--- src/verilog/bus_pkg.sv ---
package bus_pkg;

	// sram side bus geometry
	localparam int WORD_W = 32;
	localparam int BYTE_W = 8;
	localparam int STRB_W = WORD_W / BYTE_W;

	// arbitrated requesters, port a is index 0
	localparam int NUM_PORTS = 2;

	// one data word on port and sram side
	typedef logic [WORD_W-1:0] word_t;

	// byte lane write strobe
	// bit i covers bits 8i+7 down to 8i
	typedef logic [STRB_W-1:0] strb_t;

	// port index for the arbiter pointer and mux
	typedef logic [$clog2(NUM_PORTS)-1:0] port_id_t;

endpackage

--- src/verilog/mem_pkg.sv ---
package mem_pkg;

	localparam int ACC_W = 3;

	// access code on each port's sel input
	// stores narrow only for byte and half
	// loads narrow only for the four extension formats
	// code 3'b111 is left unnamed and acts as a plain word
	typedef enum logic [ACC_W-1:0] {
		ACC_BYTE = 3'b000,
		ACC_HALF = 3'b001,
		ACC_WORD = 3'b010,
		ACC_LBU  = 3'b011,
		ACC_LB   = 3'b100,
		ACC_LHU  = 3'b101,
		ACC_LH   = 3'b110
	} access_t;

	// byte wide load formats
	function automatic logic is_byte_load(access_t sel);
		return (sel == ACC_LBU) || (sel == ACC_LB);
	endfunction

	// halfword wide load formats
	function automatic logic is_half_load(access_t sel);
		return (sel == ACC_LHU) || (sel == ACC_LH);
	endfunction

	// formats that copy the lane msb upward
	function automatic logic is_signed_load(access_t sel);
		return (sel == ACC_LB) || (sel == ACC_LH);
	endfunction

endpackage

--- src/verilog/mem_access_unit.sv ---
`timescale 1ns/100ps

module mem_access_unit #(
	parameter int ADDR_W = 12
) (
	input  logic                 clk,
	input  logic                 rst_n,
	input  logic                 req,
	input  logic                 we,
	input  mem_pkg::access_t     sel,
	input  logic [ADDR_W-1:0]    addr,
	input  bus_pkg::word_t       wdata,
	output bus_pkg::word_t       rdata,
	output logic                 rvalid,
	output logic                 mreq,
	output bus_pkg::strb_t       mwen,
	output logic [ADDR_W-3:0]    maddr,
	output bus_pkg::word_t       mwdata,
	input  logic                 mgnt,
	input  bus_pkg::word_t       sram_rdata
);
	import bus_pkg::*;
	import mem_pkg::*;

	// byte offset inside the word
	logic [1:0] offset;

	// load format held from grant to data cycle
	access_t    ld_sel;
	logic [1:0] ld_off;

	// lanes picked out of the returned word
	logic [BYTE_W-1:0]   lane_byte;
	logic [2*BYTE_W-1:0] lane_half;
	logic                fill_bit;

	assign offset = addr[1:0];

	// request goes straight through to the arbiter
	assign mreq = req;

	// word address, low bits only steer lanes
	assign maddr = addr[ADDR_W-1:2];

	// store data lane replication
	always_comb begin
		case (sel)
			ACC_BYTE: begin
				mwdata = {STRB_W{wdata[BYTE_W-1:0]}};
			end
			ACC_HALF: begin
				mwdata = {2{wdata[2*BYTE_W-1:0]}};
			end
			default: begin
				mwdata = wdata;
			end
		endcase
	end

	// write strobes
	// loads never write
	always_comb begin
		if (!we) begin
			mwen = '0;
		end else begin
			case (sel)
				ACC_BYTE: begin
					// one lane, picked by both offset bits
					mwen = strb_t'(1) << offset;
				end
				ACC_HALF: begin
					// upper or lower pair by bit 1
					mwen = offset[1] ? 4'b1100 : 4'b0011;
				end
				default: begin
					mwen = '1;
				end
			endcase
		end
	end

	// capture load format on its grant cycle
	// sram data shows up one edge later
	always_ff @(posedge clk) begin
		if (mgnt && !we) begin
			ld_sel <= sel;
			ld_off <= offset;
		end
	end

	// read valid one cycle after a granted load
	always_ff @(posedge clk or negedge rst_n) begin
		if (!rst_n) begin
			rvalid <= 1'b0;
		end else begin
			rvalid <= mgnt && mreq && !we;
		end
	end

	// lane extraction from the sram word
	assign lane_byte = sram_rdata[{ld_off, 3'b000} +: BYTE_W];
	assign lane_half = ld_off[1] ? sram_rdata[WORD_W-1:2*BYTE_W]
		: sram_rdata[2*BYTE_W-1:0];

	// top bit to copy upward, zero for unsigned formats
	always_comb begin
		if (!is_signed_load(ld_sel)) begin
			fill_bit = 1'b0;
		end else if (is_byte_load(ld_sel)) begin
			fill_bit = lane_byte[BYTE_W-1];
		end else begin
			fill_bit = lane_half[2*BYTE_W-1];
		end
	end

	// load result formatting
	always_comb begin
		if (is_byte_load(ld_sel)) begin
			rdata = {{(WORD_W-BYTE_W){fill_bit}}, lane_byte};
		end else if (is_half_load(ld_sel)) begin
			rdata = {{(WORD_W-2*BYTE_W){fill_bit}}, lane_half};
		end else begin
			// byte, half, word and 111 read back whole
			rdata = sram_rdata;
		end
	end

endmodule

--- config.mk ---
export PLATFORM = sky130hd
export DESIGN_NAME = mem_access_unit
export DESIGN_NICKNAME = d
export VERILOG_FILES = /design/src/verilog/bus_pkg.sv /design/src/verilog/mem_pkg.sv /design/src/verilog/mem_access_unit.sv
export SDC_FILE = /design/constraint.sdc
export NUM_CORES = 1
export LEC_CHECK = 0
export ABC_CLOCK_PERIOD_IN_PS = 1500
export BUFFER_PORTS_ARGS = -buffer_cell sky130_fd_sc_hd__buf_2
export CORE_ASPECT_RATIO = 1.25
export CORE_MARGIN = 2
export CORE_UTILIZATION = 34
export DETAILED_ROUTE_END_ITERATION = 8
export PLACE_DENSITY_LB_ADDON = 0.12
export SLEW_MARGIN = 20
export SYNTH_ARGS = -nofsm -noshare
export SYNTH_HDL_FRONTEND = slang
export SYNTH_SLANG_ARGS = --single-unit
export TNS_END_PERCENT = 50
--- constraint.sdc ---
create_clock -name clk -period 1.5 [get_ports clk]
set_clock_uncertainty 0.1 [all_clocks]
set_input_delay 0.15 -clock clk [delete_from_list [all_inputs] [get_ports clk]]
set_output_delay 0.15 -clock clk [all_outputs]
set_load 0.02 [all_outputs]
### After elaboration in Yosys (flattened, before gate mapping)

Index checks and enable logic that the tools add are counted.

* bits in read-only memories: 0
* register bits after elaboration: 6
* latch bits: 0
* input bits: 84
* memories: 0
* RAM bits: 0

* add/sub/neg operators: 0
* div/mod/pow operators: 0
* equality and inequality tests: 5
* muxes and demuxes: 9
* order comparisons: 0
* reductions and logical operators: 8
* shifts and indexed selects: 2
* bitwise gates (word level): 0
* multiply operators: 0

Operators by type and width (count)
* $mux W32: 2
* $pmux W32 S2: 1
* $shiftx A32 B6 Y8: 1
* $mux W16: 1
* $eq A3 B3 Y1 const B: 3
* $mux W4: 2
* $pmux W4 S2: 1
* $shl A1 B2 Y4 const A: 1
* $eq A3 B1 Y1 const B: 1
* $eq A3 B2 Y1 const B: 1
* $logic_and A1 B1 Y1: 3
* $logic_not A3 Y1: 1
* $logic_or A1 B1 Y1: 3
* $mux W1: 2
* $logic_not A1 Y1: 1

### Longest topological paths before layout

* depth in word-level cells: 6
* depth in mapped cells: 6

### Least setup slack after synthesis

OpenSTA, ideal clock, no wires.

* path type: reg2out
* start point: register ld_sel[1]
* end point: output port rdata[13]
* path slack: -394 ps
* cell stages (with the launch flop): 7
* arrival time: 1644 ps
* required time: 1250 ps
* path through: edfxtp_1 -> buf_6 -> or3b_1 -> buf_6 -> buf_6 -> o311a_1 -> a22oi_1

* cells in the longest elaborated chain, start to end: 5
* elaborated cells on any way between the ends: 11
* classes of those cells: 4 x eq/ne; 4 x mux; 3 x reduce/logical

RTL lines
* start: declaration: line mem_access_unit.sv:29 `access_t ld_sel;`
* start signal: assignment: line mem_access_unit.sv:86 `ld_sel <= sel;`
* $eq A3 B2 Y1 or $eq A3 B3 Y1 (tied branches): line mem_pkg.sv:21, mem_pkg.sv:31
* $logic_or A1 B1 Y1: line mem_pkg.sv:21 `return (sel == ACC_LBU) || (sel == ACC_LB);`
* $mux W1: line mem_access_unit.sv:109 `end else if (is_byte_load(ld_sel)) begin`
* $mux W1: line mem_access_unit.sv:107 `if (!is_signed_load(ld_sel)) begin`
* $mux W32 (*): line mem_access_unit.sv:118 `if (is_byte_load(ld_sel)) begin`
* end: declaration: line mem_access_unit.sv:13 `output bus_pkg::word_t rdata,`

Every way passes the cells marked *; elsewhere a longest branch is shown, timed or not.

### Final worst setup path

* start point: register ld_off[1]
* end point: output port rdata[31]

* cells in the longest elaborated chain, start to end: 5
* elaborated cells on any way between the ends: 6
* classes of those cells: 1 x shift; 5 x mux

RTL lines
* start: declaration: line mem_access_unit.sv:30 `logic [1:0] ld_off;`
* start signal: assignment: line mem_access_unit.sv:87 `ld_off <= offset;`
* $shiftx A32 B6 Y8 or $mux W16 (tied branches): line mem_access_unit.sv:101, mem_access_unit.sv:102
* $mux W1 (*): line mem_access_unit.sv:109
* $mux W1 (*): line mem_access_unit.sv:107
* $mux W32: line mem_access_unit.sv:120 `end else if (is_half_load(ld_sel)) begin`
* $mux W32 (*): line mem_access_unit.sv:118

Marked as above.

==> qor.yml <==
die:
  num_rows: 29
  fp.dieH_microns: 83.8
  core_area_sq_mm: 0.00501
  die_area_sq_mm: 0.00569
  dieWidth_microns: 67.9
  top_level_ports: 164
  initial_utilization: 0.346
clock_tree:
  htree_levels: 1
  numCtsBuffers: 3
  clock_path_buffers: 2
  cts_tree: "built"
  cts.sinks: 6
  cts_root_buf: "clkbuf_8"
  clkSlewWorstSetupHoldPaths_ns: 0.04
synth:
  ys_types: 35
  synth_seq_area_share: 0.101
  async_flop_share: 0.167
  synth-edff-count: 5
  synth_simple_gate_area_frac: 0.110
  synth_compound_area_frac: 0.309
  yosys.area_share.adder: 0.00649
  yosys_warnings: 0
  synth_nets: 293
  avgSynthCellArea_sq_um: 8.30
  ys_ff_latch: 6
  syn_area_sq_mm: 0.00173
  synth_top_family_by_area: "compound AO/OA/AOI/OAI gates"
  synthFlopType: "edfxtp_1"
  synth.area.mux_share: 0.272
  syn_inst: 209
  synthXorXnorAreaFrac: 0.0195
critical_path:
  critPathBufInv: 2
  critical_path_required_ns: 1.25
  cpPeakStageDelay_ns: 0.57
  end_kind: "primary output"
  crit_family: "multiplexers"
  crit_slowest_cell: "mux4_2"
  startpoint_type: "flip-flop"
  path_class: "flip-flop to primary output"
  arrival_ns: 1.81
  crit_fanout: 13
  crit_path_cell_trace: "mux4_2, o2bb2ai_4, buf_12, a21o_1, buf_2"
route:
  wl_per_cell_microns: 14.9
  route.met2.wl_microns: 3400
  routed_via_density: 5.35
  wl_met3_microns: 507
  wl_microns: 6230
  wl_met1_microns: 2200
  vias: 2231
  maxUsedRoutingLayer: "met4"
  ant_nets: 0
  first_pass_iters: 4
  initialDrtViolationCount: 88
  remaining_drc_errors: 0
placed_design:
  dp.final_hpwl_microns: 5170
  routabilityCongestion: 0.801
  io_buffer_count: 143
  place_ws_ns: -0.413
global_route:
  antenna_found_initial: 0
  grt_usage: 0.215
  grt_overflow: 0
  grt_start_max_net_pins: 28
  grt_pass1_wl_microns: 9780
  grt_pass1_vias: 2258
status:
  outcome: "finished with violations"
  violations: "setup timing"
final_layout:
  nFillCells: 432
  register_area_sq_um: 175
  final_common_cell: "buf_2"
  final_nets: 440
  drive_above_1_share: 0.690
  antenna_cells: 0
  areaGrowthSynthToFinish_pct: 76.3
  multi_input_area_sq_mm: 0.00151
  layout_common_cells: "123 x buf_2, 28 x buf_4, 24 x buf_6"
  fin_util: 0.611
timing:
  clock.fmax_mhz: 485
  slew_headroom: 0.661
  hold_ws_ns: 0.0521
  setup_ws_ns: -0.560
  worst_slew_pin_slew_ns: 0.508
  rsz0062_at_grt: "yes"
  setup_viol: 32
  fin_crit_sh: 1.37
  hold_viol_final: 0
  slew_viol_final: 0
  final.min_clock_period_ns: 2.06
power_and_ir_drop:
  ir_drop_uv: 545
  power.leakage_nw: 1.50
  powerDensity_mw_per_mm2: 605
flow_run:
  max_cap_violations: 0
min_path:
  holdCritPathClass: "primary input to flip-flop"
## path summary, 6_finish.rpt
path | cells after the start | slack [ns] | end | start
setup / recovery | 5 | -0.56 | rdata[31] | ld_off[1]$_DFFE_PP_
hold / removal | 2 | 0.05 | rvalid$_DFF_PN0_ | req
max in group asynchronous | 2 | 1.09 | rvalid$_DFF_PN0_ | rst_n
min in group asynchronous | 2 | 0.13 | rvalid$_DFF_PN0_ | rst_n
## where the power goes
group | switching (mW) | leakage [nW] | internal [mW] | total [mW]
clock network | 0.0711 | 0.0228 | 0.183 | 0.254
registers | 0.0126 | 0.0604 | 0.194 | 0.207
logic | 0.724 | 1.42 | 0.665 | 1.39
total | 0.808 | 1.50 | 1.04 | 1.85
## cell families after synthesis
kind of cell	Yosys count
buf+inv	50
xor+xnor	3
fa+ha+maj	1
flops	6
compound gates	80
mux	35
simple gates	34
## Yosys cell counts, types with 2 or more instances
cell	instances	area share
buf_2	6	0.017
mux2i_1	10	0.058
buf_6	5	0.032
xor2_1	2	0.010
and2_1	3	0.011
inv_1	11	0.024
o21ai_0	18	0.052
a21o_1	16	0.069
clkbuf_1	6	0.013
a21boi_0	2	0.0087
nand3b_1	3	0.013
nand2_1	3	0.0065
mux2_2	17	0.11
nor3b_1	2	0.0087
edfxtp_1	5	0.087
mux4_2	8	0.10
a31oi_1	8	0.029
a22oi_1	7	0.030
nand4_1	8	0.029
buf_4	22	0.095
o311a_1	7	0.040
a21oi_1	18	0.052
nor2_1	10	0.022
## sequential cells by signal, summed over array words and instances (netlist names)
register / cells
ld_off: 2
ld_sel: 3
rvalid: 1
## timing repair
item | 4_1_cts | 5_1_grt
endpoints found under the setup margin | 32 | 32
pin swaps | 1 | 6
endpoints found under the hold margin | 1 | 0
buffers inserted | 0 | 2
gates resized for setup | 29 | 38
hold buffers | 1 | 0
## final cells by class
type	count	share of cell area
tap	62	0.0254
clock buffer	4	0.0147
sequential	6	0.0573
inverter	11	0.0135
multi-input combinational	153	0.495
timing repair buffer	181	0.394
## per-layer routing
| metal | up-vias | GRT usage |
|---|---|---|
| li1 | 1069 | - |
| met1 | 1027 | 0.216 |
| met2 | 126 | 0.430 |
| met3 | 9 | 0.0364 |
| met4 | 0 | 0.0527 |
| met5 | - | 0 |
## through the flow
step | TNS (ns) | power (mW) | instance area, sq um | std cells
2_1_floorplan | -6.41 | 1.04 | 1930 | 209
3_3_place_gp | -9.07 | 1.45 | 2760 | 410
3_5_place_dp | -10.17 | 1.45 | 2760 | 410
4_1_cts | -16.90 | 1.78 | 2920 | 415
5_1_grt | -17.76 | 1.96 | 3060 | 417
6_report | -16.24 | 1.85 | 3060 | 417
No activity file was read; power rests on OpenSTA's default activity.
