==> src/verilog/bus_pkg.sv <==
package bus_pkg;

	// sram side bus geometry
	localparam int WORD_W = 32;
	localparam int BYTE_W = 8;
	localparam int STRB_W = WORD_W / BYTE_W;

	// arbitrated requesters, port a is index 0
	localparam int NUM_PORTS = 2;

	// one data word on port and sram side
	typedef logic [WORD_W-1:0] word_t;

	// byte lane write strobe
	// bit i covers bits 8i+7 down to 8i
	typedef logic [STRB_W-1:0] strb_t;

	// port index for the arbiter pointer and mux
	typedef logic [$clog2(NUM_PORTS)-1:0] port_id_t;

endpackage

==> src/verilog/sram_arbiter.sv <==
`timescale 1ns/100ps

module sram_arbiter #(
	parameter int ADDR_W = 12
) (
	input  logic                                         clk,
	input  logic                                         rst_n,
	input  logic [bus_pkg::NUM_PORTS-1:0]                req,
	input  bus_pkg::strb_t [bus_pkg::NUM_PORTS-1:0]      wen,
	input  logic [bus_pkg::NUM_PORTS-1:0][ADDR_W-3:0]    addr,
	input  bus_pkg::word_t [bus_pkg::NUM_PORTS-1:0]      wdata,
	output logic [bus_pkg::NUM_PORTS-1:0]                gnt,
	output logic                                         sram_en,
	output bus_pkg::strb_t                               sram_wen,
	output logic [ADDR_W-3:0]                            sram_addr,
	output bus_pkg::word_t                               sram_wdata
);
	import bus_pkg::*;

	// port granted most recently
	port_id_t last;
	// port that has priority this cycle
	port_id_t pri;
	// port that wins this cycle
	port_id_t win;
	logic     any_req;

	assign any_req = |req;

	// round robin, the port after the last winner goes first
	assign pri = port_id_t'(last + 1'b1);

	// fall back to the other port if the favoured one is idle
	assign win = req[pri] ? pri : port_id_t'(~pri);

	// single grant, combinational in the request cycle
	always_comb begin
		gnt = '0;
		if (any_req) begin
			gnt[win] = 1'b1;
		end
	end

	// pointer moves on the grant edge only
	// reset points at b so a goes first
	always_ff @(posedge clk or negedge rst_n) begin
		if (!rst_n) begin
			last <= port_id_t'(NUM_PORTS - 1);
		end else if (any_req) begin
			last <= win;
		end
	end

	// winner's fields onto the sram
	assign sram_en    = any_req;
	assign sram_wen   = any_req ? wen[win] : '0;
	assign sram_addr  = addr[win];
	assign sram_wdata = wdata[win];

endmodule
==> config.mk <==
export PLATFORM = sky130hd
export DESIGN_NAME = sram_arbiter
export DESIGN_NICKNAME = d
export VERILOG_FILES = /design/src/verilog/bus_pkg.sv /design/src/verilog/sram_arbiter.sv
export SDC_FILE = /design/constraint.sdc
export NUM_CORES = 1
export LEC_CHECK = 0
export BUFFER_PORTS_ARGS = -buffer_cell sky130_fd_sc_hd__buf_2
export CAP_MARGIN = 5
export CORE_MARGIN = 3
export CORE_UTILIZATION = 27
export CTS_CLUSTER_DIAMETER = 30
export DETAILED_ROUTE_END_ITERATION = 6
export PLACE_DENSITY = 0.81
export SLEW_MARGIN = 20
export SYNTH_ARGS = -nofsm -noshare
export SYNTH_HDL_FRONTEND = slang
export SYNTH_SLANG_ARGS = --single-unit
export TNS_END_PERCENT = 50
==> constraint.sdc <==
create_clock -name clk -period 2.1 [get_ports clk]
set_clock_uncertainty 0.1 [all_clocks]
set_input_delay 0.315 -clock clk [delete_from_list [all_inputs] [get_ports clk]]
set_output_delay 0.315 -clock clk [all_outputs]
set_load 0.05 [all_outputs]
Word level (Yosys, flattened, before mapping)
Index checks and enable logic that the tools add are counted.
{"block": "classes", "n_bitwise": 1, "n_mux": 13, "n_reduce_logical": 2, "n_lt_le_gt_ge": 3, "n_addsub": 1}
{"op": "32-bit two-way mux", "n": 2}
{"op": "10-bit two-way mux", "n": 2}
{"op": "4-bit two-way mux", "n": 3}
{"op": "1-bit by 2-bit < comparator with 1-bit output (second input constant)", "n": 2}
{"op": "1-bit two-way mux", "n": 4}
{"op": "2-bit two-way mux", "n": 1}
{"op": "2-bit OR reduction", "n": 1}
{"op": "1-bit adder (second input constant)", "n": 1}
{"op": "1-bit demux with 1-bit select", "n": 1}
{"op": "1-bit >= comparator (second input constant)", "n": 1}
{"op": "1-bit logical AND", "n": 1}
{"op": "1-bit NOT", "n": 1}
{"block": "word_totals", "reg_bits": 1, "wordCells": 21, "output_inout_bits": 49, "input_bits": 96}

Depth between registers and ports, before layout
Gate-level depths: netlist (run 1).
{"block": "logic_depth", "depth_word": 9, "mapped_depth": 4, "ltp_nobuf": 3}

Worst setup path after synthesis (run 1)
Ideal clock, no wire load.
{"block": "synth_timing", "path_type": "register to output", "start": "register last", "end": "output sram_wen[0]", "t_arrival_ns": 2.063, "path_buffers": 0, "stages_incl_launch_ff": 4, "setup_slack_ns": -0.378, "t_required_ns": 1.685, "path_cell_list": "dfstp_2 -> inv_2 -> a21oi_1 -> a22o_1"}
{"block": "synth_between", "elab_chain_cells": 7, "elab_cells_between_ends": 8}
{"element": "from (decl)", "line_no": "sram_arbiter.sv:21", "rtl": "port_id_t last;"}
{"element": "from (signal assigned)", "line_no": "sram_arbiter.sv:48", "rtl": "last <= port_id_t'(NUM_PORTS - 1);"}
{"element": "from (signal assigned)", "line_no": "sram_arbiter.sv:50", "rtl": "last <= win;"}
{"element": "1-bit adder (*)", "line_no": "sram_arbiter.sv:31", "rtl": "assign pri = port_id_t'(last + 1'b1);"}
{"element": "1-bit two-way mux (implied by the code) (2 in series)", "line_no": "sram_arbiter.sv:34", "rtl": "assign win = req[pri] ? pri : port_id_t'(~pri);"}
{"element": "1-bit two-way mux (*)", "line_no": "sram_arbiter.sv:34"}
{"element": "4-bit two-way mux (implied by the code) (*) (2 in series)", "line_no": "sram_arbiter.sv:56", "rtl": "assign sram_wen = any_req ? wen[win] : '0;"}
{"element": "4-bit two-way mux (*)", "line_no": "sram_arbiter.sv:56"}
{"element": "to (decl)", "line_no": "sram_arbiter.sv:14", "rtl": "output bus_pkg::strb_t sram_wen,"}
Every way passes the cells marked *; elsewhere a longest branch is shown, timed or not. The select of a mux whose other input is x is not followed.

Final worst setup path (run 1)
{"block": "layout_timing", "start": "register last", "end": "output sram_wdata[31]"}
{"block": "layout_between", "elab_chain_cells": 6, "elab_cells_between_ends": 7}
{"element": "1-bit adder (*)", "line_no": "sram_arbiter.sv:31"}
{"element": "1-bit two-way mux (implied by the code) (2 in series)", "line_no": "sram_arbiter.sv:34"}
{"element": "1-bit two-way mux (*)", "line_no": "sram_arbiter.sv:34"}
{"element": "32-bit two-way mux (implied by the code) (*) (2 in series)", "line_no": "sram_arbiter.sv:58", "rtl": "assign sram_wdata = wdata[win];"}
{"element": "to (decl)", "line_no": "sram_arbiter.sv:16", "rtl": "output bus_pkg::word_t sram_wdata"}
Marked as above.

==> results of run 1 <==
[critical path: cells and delay by family (launching register included)]
kind / cells / cell delay [ns]
buffers and inverters: 4 / 0.57
muxes: 2 / 0.54
DFF: 1 / 0.53
[cells by family (layout without fill, tap and decap cells)]
kind of cell           count (synthesis)  in the layout  share of synthesized area (%)
multiplexers                          43             43                           80.9
AND/OR/NAND/NOR                        1              1                          0.789
flip-flops                             1              1                           3.31
AO/OA/AOI/OAI                          6              6                           5.99
buffers and inverters                  7            152                           8.99
[metrics by stage]
stage	power, mW	util, %
final	0.812	57.9
after floorplan	0.613	-
after global routing	0.845	57.9
after global placement	0.775	55.4
after detailed placement	0.787	55.4
after CTS	0.788	55.4
[area by class of cell]
class | instances | area share [%]
timing repair buffer | 149 | 51.6
multi-input combinational | 50 | 43.7
tap | 31 | 2.41
sequential | 1 | 1.63
inverter | 3 | 0.699
[per-layer routing]
metal | GRT usage (%) | share of wire (%)
met3 | 0.648 | 7.9
met5 | 0 | 0
met1 | 15.0 | 30
met4 | 1.27 | 0.65
met2 | 31.5 | 61
[placed cells by master (no fill, tap or decap)]
master / count
sky130_fd_sc_hd__buf_2: 144
sky130_fd_sc_hd__mux2_4: 39
sky130_fd_sc_hd__a22o_1: 4
sky130_fd_sc_hd__mux2_2: 3
sky130_fd_sc_hd__buf_12: 3
sky130_fd_sc_hd__inv_1: 2
sky130_fd_sc_hd__clkbuf_16: 2
sky130_fd_sc_hd__inv_2: 1
sky130_fd_sc_hd__mux2i_4: 1
sky130_fd_sc_hd__or2_2: 1
sky130_fd_sc_hd__a21boi_2: 1
sky130_fd_sc_hd__a21oi_2: 1
sky130_fd_sc_hd__dfstp_2: 1
[worst max path at each step]
stage / from / to / slack, ns / depth (start not counted)
floorplan: last$_DFFE_PN1N_ / sram_wen[0] / 0.01 / 3
global placement: last$_DFFE_PN1N_ / sram_wdata[30] / 0.08 / 5
detailed placement: last$_DFFE_PN1N_ / sram_wdata[31] / 0.03 / 5
CTS: last$_DFFE_PN1N_ / sram_wdata[31] / 0.03 / 5
global route: last$_DFFE_PN1N_ / sram_wdata[29] / 0.008 / 6
finish: last$_DFFE_PN1N_ / sram_wdata[31] / 0.05 / 6
[report_power, final]
part / internal (mW) / leakage [nW] / switching, mW
clock: 0 / 0 / 0
combinational: 0.306 / 0.997 / 0.482
sequential: 0.0231 / 0.0105 / 0.00180
[repair_timing]
item                       4_1_cts  5_1_grt
setup buffers                    0        1
hold buffers                     0        0
setup endpoints to repair        0        2
==> summary.md, run 1 <==
| Metric | Value |
|---|---|
| Launch point of the worst reg-to-reg path | `last$_DFFE_PN1N_` |
| Syn Inst Count | `58` |
| Vias after detailed routing | `1,049` |
| Area taken by flip-flops and latches | `26.3 um2` |
| Final design area excluding fillers | `1610 um2` |
| Height of the die | `60.2 um` |
| R2R cell count | `5` |
| Critical path startpoint category | `flop` |
| Yosys warning total | `0` |
| Core area | `2780 um2` |
| Worst-margin pin slew | `0.259 ns` |
| Cell chain of the critical path | `inv_2 -> mux2i_4 -> buf_12 -> buf_12 -> mux2_2 -> buf_2` |
| Max stage delay on crit path | `0.53 ns` |
| Highest clock rate | `488 MHz` |
| Cell area after synthesis | `793 um2` |
| Proportion of register bits with asynchronous set or reset after synthesis | `100%` |
| Final Hold Slack | `0.162 ns` |
| Number of placed I/O pins | `145` |
| Number of optimization iterations in the first detailed-route pass | `4` |
| Cell type with the largest total area after synthesis | `sky130_fd_sc_hd__mux2_4` |
| Site row count | `19` |
| GRT Total Usage | `14.4%` |
| Cell repeated most along the worst path | `sky130_fd_sc_hd__buf_12` |
| Routed Wire Length | `3240 um` |
| Pin count of the biggest net entering global routing | `24` |
| Number of nets in the layout | `301` |
| Leakage power | `1.01 nW` |
| Post-route antenna net violation count | `0` |
| Power density cells | `504 nW/um2` |
| Initial standard-cell utilization of the core | `28.5%` |
| Final TNS setup | `0 ns` |
| Leading registers by flop count | `last x1` |
| Fillers | `264` |
| Most numerous cell types in the synthesized netlist | `39 x sky130_fd_sc_hd__mux2_4, 4 x sky130_fd_sc_hd__a22o_1, 4 x sky130_fd_sc_hd__buf_8, 3 x sky130_fd_sc_hd__mux2_2, 2 x sky130_fd_sc_hd__inv_1` |
| Minimum period implied by the final worst setup slack | `2.05 ns` |
| Number of pins with negative max-slew slack in the final report | `0` |
| Register bit total from synthesis | `1` |
| Port-buffer cells | `144` |
| Arrival time at the worst endpoint | `1.63 ns` |
| Gates resized, CTS repair | `0` |
| Fraction of the cycle the final worst path needs | `97.5%` |
| Min setup slack post-route | `0.0520 ns` |
| FF-to-FF End | `last$_DFFE_PN1N_` |
| CTS clk-pin slew, worst paths | `0 ns` |
| Proportion of synthesized chip area in sequential cells | `3.31%` |
| Area share of the largest cell type after synthesis | `73.8%` |
| DP Worst Slack | `0.0283 ns` |
| Capturing element type of the critical path | `output pin` |
| Final setup fails | `0` |
| Net Count, Synth | `154` |
| RSZ-0062 raised after global routing | `no` |
| Slowest-stage cell, CP | `sky130_fd_sc_hd__dfstp_2` |
| Multi-input gate area | `703 um2` |
| Number of flip-flops in the largest register | `1` |
| Ant. Diodes | `0` |
| Dominant register cell in the synthesized netlist | `sky130_fd_sc_hd__dfstp_2` |
| Largest cells by area after synthesis | `sky130_fd_sc_hd__mux2_4 74%, sky130_fd_sc_hd__buf_8 7.6%, sky130_fd_sc_hd__a22o_1 4.4%, sky130_fd_sc_hd__mux2_2 4.3%, sky130_fd_sc_hd__dfstp_2 3.3%` |
| Status | `finished, final reports clean` |
| Global-route wire length before repair | `4050 um` |
| Count of maximum capacitance violations | `0` |
| Setup Crit Path Kind | `flop to output pin` |
| CP max FO | `12` |
| Number of global-route vias before repair | `891` |
| Total Die Area | `3620 um2` |
| Area overhead of the layout relative to synthesis | `103%` |
| DR WL/cell | `13.8 um` |
| Worst slew margin | `82.9%` |
| Mapped Avg Cell Area | `13.7 um2` |
| Reg-to-reg slack, setup | `0.78 ns` |
| Dpl hpwl | `2950 um` |
| Register with the most flip-flops | `last` |
| Critical path required time | `1.68 ns` |
| Gp weighted congestion | `0.692` |
| Placed insts | `231` |
| Non-filler cells, final | `234` |
| Worst IR Drop VDD | `332 uV` |
| EDFF count, synth | `0` |
| Iteration-0 DRC Markers | `17` |
| Post-synth cell types | `11` |
| Hold violation total from the final report | `0` |
| Later-pin clock latency in the skew report | `0 ns` |
| GR Overflow Total | `0` |
| Placed Area | `1540 um2` |
| Fraction of final layout cells with drive strength greater than 1 | `97.0%` |
| Die X | `60.2 um` |
| Initial antenna violation count | `0` |
| Hold Crit Class | `input pin to asynchronous set/reset pin` |
| Top-count cell post-synth | `sky130_fd_sc_hd__mux2_4` |
| Drt via density | `4.48` |
| Total DRC errors in the routed layout | `0` |
No activity file was read; power rests on OpenSTA's default activity.
==> inputs of run 2 (changes only) <==
Clock period 2.1 ns to 2.15 ns, I/O delays scaled along.
==> run 2 against run 1 <==
Effect of this change:
- cell count decreased by 1.3%
- design area decreased by 4.4%
- combinational power decreased by 6.4%
- worst hold slack got worse by 0.0032 ns
- flip-flop and latch count unchanged
- routed wire length decreased by 6.6%
- critical path depth decreased by 1
- critical path type unchanged
- highest routed layer unchanged
==> summary.md, run 2 (synthesis results as in run 1) <==
| Metric | Value |
|---|---|
| Routed Wire Length | `3020 um (was 3240 um)` |
| Most common cell after layout, fill and taps aside | `sky130_fd_sc_hd__buf_2 (unchanged)` |
| GRT Total Usage | `13.0% (was 14.4%)` |
| Gates resized, CTS repair | `0 (unchanged)` |
| Die X | `60.2 um (unchanged)` |
| Site row count | `19 (unchanged)` |
| Leakage power | `0.974 nW (was 1.01 nW)` |
| Final setup fails | `0 (unchanged)` |
| Total DRC errors in the routed layout | `0 (unchanged)` |
| Later-pin clock latency in the skew report | `0 ns (about the same)` |
| Power density cells | `494 nW/um2 (was 504 nW/um2)` |
| Vias after detailed routing | `1,035 (was 1,049)` |
| Number of global-route vias before repair | `922 (was 891)` |
| Clock power frac | `0% (about the same)` |
| Post-route total power | `761 uW (was 812 uW)` |
| Internal power summed over all cells | `297 uW (was 329 uW)` |
| Placed insts | `231 (unchanged)` |
| Ant. Diodes | `0 (unchanged)` |
| Max stage delay on crit path | `0.52 ns (was 0.53 ns)` |
| DP Worst Slack | `0.103 ns (was 0.0283 ns)` |
| Initial antenna violation count | `0 (unchanged)` |
| Non-filler cells, final | `231 (was 234)` |
| Area overhead of the layout relative to synthesis | `94.2% (was 103%)` |
| Combinational fraction of design power | `96.8% (was 96.9%)` |
| GR Overflow Total | `0 (unchanged)` |
| Capturing element type of the critical path | `output pin (unchanged)` |
| Hold Crit Class | `input pin to asynchronous set/reset pin (unchanged)` |
| Iteration-0 DRC Markers | `21 (was 17)` |
| CP max FO | `23 (was 12)` |
| Final TNS setup | `0 ns (unchanged)` |
| Arrival time at the worst endpoint | `1.62 ns (was 1.63 ns)` |
| Worst IR Drop VDD | `308 uV (was 332 uV)` |
| Total net switching power | `463 uW (was 483 uW)` |
| Pin count of the biggest net entering global routing | `24 (unchanged)` |
| Slowest-stage cell, CP | `sky130_fd_sc_hd__dfstp_2 (unchanged)` |
| Critical path required time | `1.73 ns (was 1.68 ns)` |
| Flop pwr share | `3.2% (was 3.1%)` |
| Switching power share of the total | `60.9% (was 59.5%)` |
| Core area | `2780 um2 (unchanged)` |
| Minimum period implied by the final worst setup slack | `2.04 ns` |
| Post-route antenna net violation count | `0 (unchanged)` |
| Commonest cells after routing, fill and taps aside | `144 x sky130_fd_sc_hd__buf_2, 39 x sky130_fd_sc_hd__mux2_4, 4 x sky130_fd_sc_hd__a22o_1 (unchanged)` |
| Critical path startpoint category | `flop (unchanged)` |
| Height of the die | `60.2 um (unchanged)` |
| Port-buffer cells | `144 (unchanged)` |
| Fraction of final layout cells with drive strength greater than 1 | `97.0% (about the same)` |
| Number of placed I/O pins | `145 (unchanged)` |
| Cell chain of the critical path | `inv_2 -> mux2i_4 -> buf_12 -> mux2_2 -> buf_2 (was inv_2 -> mux2i_4 -> buf_12 -> buf_12 -> mux2_2 -> buf_2)` |
| Worst-margin pin slew | `0.226 ns (was 0.259 ns)` |
| CTS clk-pin slew, worst paths | `0 ns (about the same)` |
| Worst slew margin | `84.6% (was 82.9%)` |
| Global-route wire length before repair | `3750 um (was 4050 um)` |
| Post-CTS repair timing setup buffer count | `0 (unchanged)` |
| Highest clock rate | `490 MHz` |
| Number of optimization iterations in the first detailed-route pass | `2 (was 4)` |
| Dpl hpwl | `2840 um (was 2950 um)` |
| RSZ-0062 raised after global routing | `no (unchanged)` |
| Number of pins with negative max-slew slack in the final report | `0 (unchanged)` |
| DR WL/cell | `13.1 um (was 13.8 um)` |
| Hold violation total from the final report | `0 (unchanged)` |
| Number of nets in the layout | `298 (was 301)` |
| Count of hold-fix buffers inserted at cts | `0 (unchanged)` |
| Total Die Area | `3620 um2 (unchanged)` |
| Status | `finished, final reports clean (unchanged)` |
| Fraction of the cycle the final worst path needs | `95.0%` |
| Drt via density | `4.48 (about the same)` |
| Gp weighted congestion | `0.691 (was 0.692)` |
| Min setup slack post-route | `0.108 ns (was 0.0520 ns)` |
| Initial standard-cell utilization of the core | `28.5% (unchanged)` |
| Register with the most flip-flops | `last (unchanged)` |
| Count of maximum capacitance violations | `0 (unchanged)` |
| Setup Crit Path Kind | `flop to output pin (unchanged)` |
| Leading registers by flop count | `last x1 (unchanged)` |
| Final Hold Slack | `0.159 ns (was 0.162 ns)` |
| Number of flip-flops in the largest register | `1 (unchanged)` |
-- run 2: cell count changes in the layout (fill, tap and decap cells not counted), sizes merged --
| cell | change |
|---|---|
| buf | -1 |
| clkbuf | -2 |
-- run 2: per-stage QoR --
stage	utilization, %	instance area, um2
CTS	55.4	1540
detailed placement	55.4	1540
global placement	55.4	1540
floorplan	-	801
finish	55.4	1540
global route	55.4	1540
-- run 2: power groups by stage --
stage / combinational (mW) / sequential [mW] / clock [mW]
after floorplan: 0.575 / 0.0239 / 0
after global placement: 0.733 / 0.0240 / 0
after CTS: 0.743 / 0.0241 / 0
final: 0.737 / 0.0241 / 0
after detailed placement: 0.742 / 0.0240 / 0
after global routing: 0.767 / 0.0243 / 0
-- run 2: path summary, 6_finish.rpt --
| path | startpoint | end | slack, ns | depth (start not counted) |
|---|---|---|---|---|
| worst max-delay path | last$_DFFE_PN1N_ | sram_wdata[31] | 0.11 | 5 |
| worst min-delay path | rst_n | last$_DFFE_PN1N_ | 0.16 | 1 |
| worst max register to register | last$_DFFE_PN1N_ | last$_DFFE_PN1N_ | 0.86 | 4 |
| worst min register to register | last$_DFFE_PN1N_ | last$_DFFE_PN1N_ | 0.72 | 4 |
| max in group asynchronous | rst_n | last$_DFFE_PN1N_ | 1.77 | 1 |
| min in group clk | last$_DFFE_PN1N_ | last$_DFFE_PN1N_ | 0.72 | 4 |
-- run 2: area by class of cell --
class	count	area [um2]
fill	263	1240
timing repair buffer	146	761
multi-input combinational	50	703
tap	31	38.8
sequential	1	26.3
inverter	3	11.3
-- run 2: layer usage --
metal  GRT usage [%]  share of wire, %
met2            27.3                58
met5               0                 0
met4            2.53               1.5
met3           0.432               7.8
met1            14.0                32
-- run 2: worst max-delay path: cells and delay by family (launching register included) --
kind,cells,cell delay (ns)
flops,1,0.52
buf+inv,3,0.50
mux,2,0.58
==> inputs of run 3 (changes only) <==
Settings changed: PLACE_DENSITY 0.81 to 0.94.
Clock period 2.15 ns to 2.1 ns, I/O delays scaled along.
==> run 3 against run 2 <==
Effect of this change:
- flip-flop and latch count stayed put
- cell count stayed put
- sequential share of layout area stayed put
- total power is 2.7% higher
- global-route usage is 1.0 points higher
- critical path depth stayed put
- sequential power is 2% higher
- core utilization stayed put
- register-to-register slack worse by 0.05 ns
- die area stayed put
- critical path type unchanged
==> summary.md, run 3 (synthesis results as in run 1) <==
| Metric | Value |
|---|---|
| Later-pin clock latency in the skew report | `0 ns (about the same)` |
| R2R cell count | `4 (unchanged)` |
| Critical path startpoint category | `flop (unchanged)` |
| GR Overflow Total | `0 (unchanged)` |
| Min setup slack post-route | `0.0703 ns (was 0.108 ns)` |
| Count of maximum capacitance violations | `0 (unchanged)` |
| Routed Wire Length | `3230 um (was 3020 um)` |
| Number of nets in the layout | `298 (unchanged)` |
| Die X | `60.2 um (unchanged)` |
| Dpl hpwl | `3010 um (was 2840 um)` |
| Post-route antenna net violation count | `0 (unchanged)` |
| Gates resized, CTS repair | `0 (unchanged)` |
| Leading registers by flop count | `last x1 (unchanged)` |
| Critical path required time | `1.68 ns (was 1.73 ns)` |
| Global-route wire length before repair | `4020 um (was 3750 um)` |
| Ant. Diodes | `0 (unchanged)` |
| Initial antenna violation count | `1 (was 0)` |
| Worst slew margin | `84.8% (was 84.6%)` |
| Final TNS setup | `0 ns (unchanged)` |
| Area overhead of the layout relative to synthesis | `94.2% (unchanged)` |
| Vias after detailed routing | `1,012 (was 1,035)` |
| Status | `finished, final reports clean (unchanged)` |
| CP max FO | `23 (unchanged)` |
| Core occupancy in the finished layout | `55.4% (unchanged)` |
| Total Die Area | `3620 um2 (unchanged)` |
| Final setup fails | `0 (unchanged)` |
| CTS clk-pin slew, worst paths | `0 ns (about the same)` |
| Leakage power | `0.974 nW (unchanged)` |
| Initial standard-cell utilization of the core | `28.5% (unchanged)` |
| DR WL/cell | `14.0 um (was 13.1 um)` |
| Arrival time at the worst endpoint | `1.61 ns (was 1.62 ns)` |
| Worst IR Drop VDD | `351 uV (was 308 uV)` |
| Pin count of the biggest net entering global routing | `24 (unchanged)` |
| Register with the most flip-flops | `last (unchanged)` |
| Drt via density | `4.38 (was 4.48)` |
| Hold Crit Class | `input pin to asynchronous set/reset pin (unchanged)` |
| Most common cell after layout, fill and taps aside | `sky130_fd_sc_hd__buf_2 (unchanged)` |
| Iteration-0 DRC Markers | `19 (was 21)` |
| Setup Crit Path Kind | `flop to output pin (unchanged)` |
| Total DRC errors in the routed layout | `0 (unchanged)` |
| Hold violation total from the final report | `0 (unchanged)` |
| DP Worst Slack | `0.0623 ns (was 0.103 ns)` |
| Count of hold-fix buffers inserted at cts | `0 (unchanged)` |
| Worst-margin pin slew | `0.224 ns (was 0.226 ns)` |
| Gp weighted congestion | `0.799 (was 0.691)` |
| Number of flip-flops in the largest register | `1 (unchanged)` |
| Site row count | `19 (unchanged)` |
| Number of global-route vias before repair | `945 (was 922)` |
| Reg-to-reg slack, setup | `0.81 ns (was 0.86 ns)` |
| Number of optimization iterations in the first detailed-route pass | `4 (was 2)` |
| Fraction of final layout cells with drive strength greater than 1 | `97.0% (unchanged)` |
| Power density cells | `507 nW/um2 (was 494 nW/um2)` |
| Highest clock rate | `493 MHz` |
| Number of pins with negative max-slew slack in the final report | `0 (unchanged)` |
| Minimum period implied by the final worst setup slack | `2.03 ns` |
| Post-CTS repair timing setup buffer count | `0 (unchanged)` |
| GRT Total Usage | `14.1% (was 13.0%)` |
| Core area | `2780 um2 (unchanged)` |
| Commonest cells after routing, fill and taps aside | `144 x sky130_fd_sc_hd__buf_2, 39 x sky130_fd_sc_hd__mux2_4, 4 x sky130_fd_sc_hd__a22o_1 (unchanged)` |
| Launch point of the worst reg-to-reg path | `last$_DFFE_PN1N_ (unchanged)` |
| FF-to-FF End | `last$_DFFE_PN1N_ (unchanged)` |
| Fraction of the cycle the final worst path needs | `96.7%` |
| Capturing element type of the critical path | `output pin (unchanged)` |
| Number of placed I/O pins | `145 (unchanged)` |
| RSZ-0062 raised after global routing | `no (unchanged)` |
| Port-buffer cells | `144 (unchanged)` |
| Height of the die | `60.2 um (unchanged)` |
==> run 3: cell counts in the layout (fill, tap and decap cells not counted) <==
No cell type changed its count.
==> run 3: worst max path at each step <==
stage / from / slack, ns / to
finish: last$_DFFE_PN1N_ / 0.07 / sram_wdata[30]
global route: last$_DFFE_PN1N_ / 0.01 / sram_wdata[29]
CTS: last$_DFFE_PN1N_ / 0.06 / sram_wdata[30]
detailed placement: last$_DFFE_PN1N_ / 0.06 / sram_wdata[30]
global placement: last$_DFFE_PN1N_ / 0.09 / sram_wdata[29]
floorplan: last$_DFFE_PN1N_ / 0.01 / sram_wen[0]
==> run 3: stage by stage <==
step	instance area [um2]	power [mW]	cells	hold slack, ns
after floorplan	801	0.613	58	0.0672
after global placement	1540	0.774	231	0.147
after detailed placement	1540	0.787	231	0.149
after CTS	1540	0.787	231	0.148
after global routing	1540	0.813	231	0.158
final	1540	0.781	231	0.147
==> run 3: layout make-up <==
cell class,count,area [um2]
multi-input combinational,50,703
inverter,3,11.3
timing repair buffer,146,761
fill,263,1240
tap,31,38.8
sequential,1,26.3
==> run 3: routing by layer <==
layer	share of wire [%]	up-vias	track usage, %
li1	-	504	-
met5	0.40	-	0
met4	0.77	2	0.949
met3	4.7	6	1.73
met2	63	32	31.6
met1	31	468	13.3
==> run 3: critical path, cell delays in order (launching register included) <==
cell                      delay (ns)
sky130_fd_sc_hd__dfstp_2        0.52
sky130_fd_sc_hd__inv_2          0.06
sky130_fd_sc_hd__mux2i_4        0.23
sky130_fd_sc_hd__buf_12         0.24
sky130_fd_sc_hd__mux2_2         0.35
sky130_fd_sc_hd__buf_2          0.21
==> run 3: power by group <==
group	internal, mW	total [mW]	switching (mW)
registers	0.0230	0.0246	0.00162
clock network	0	0	0
logic	0.282	0.756	0.475
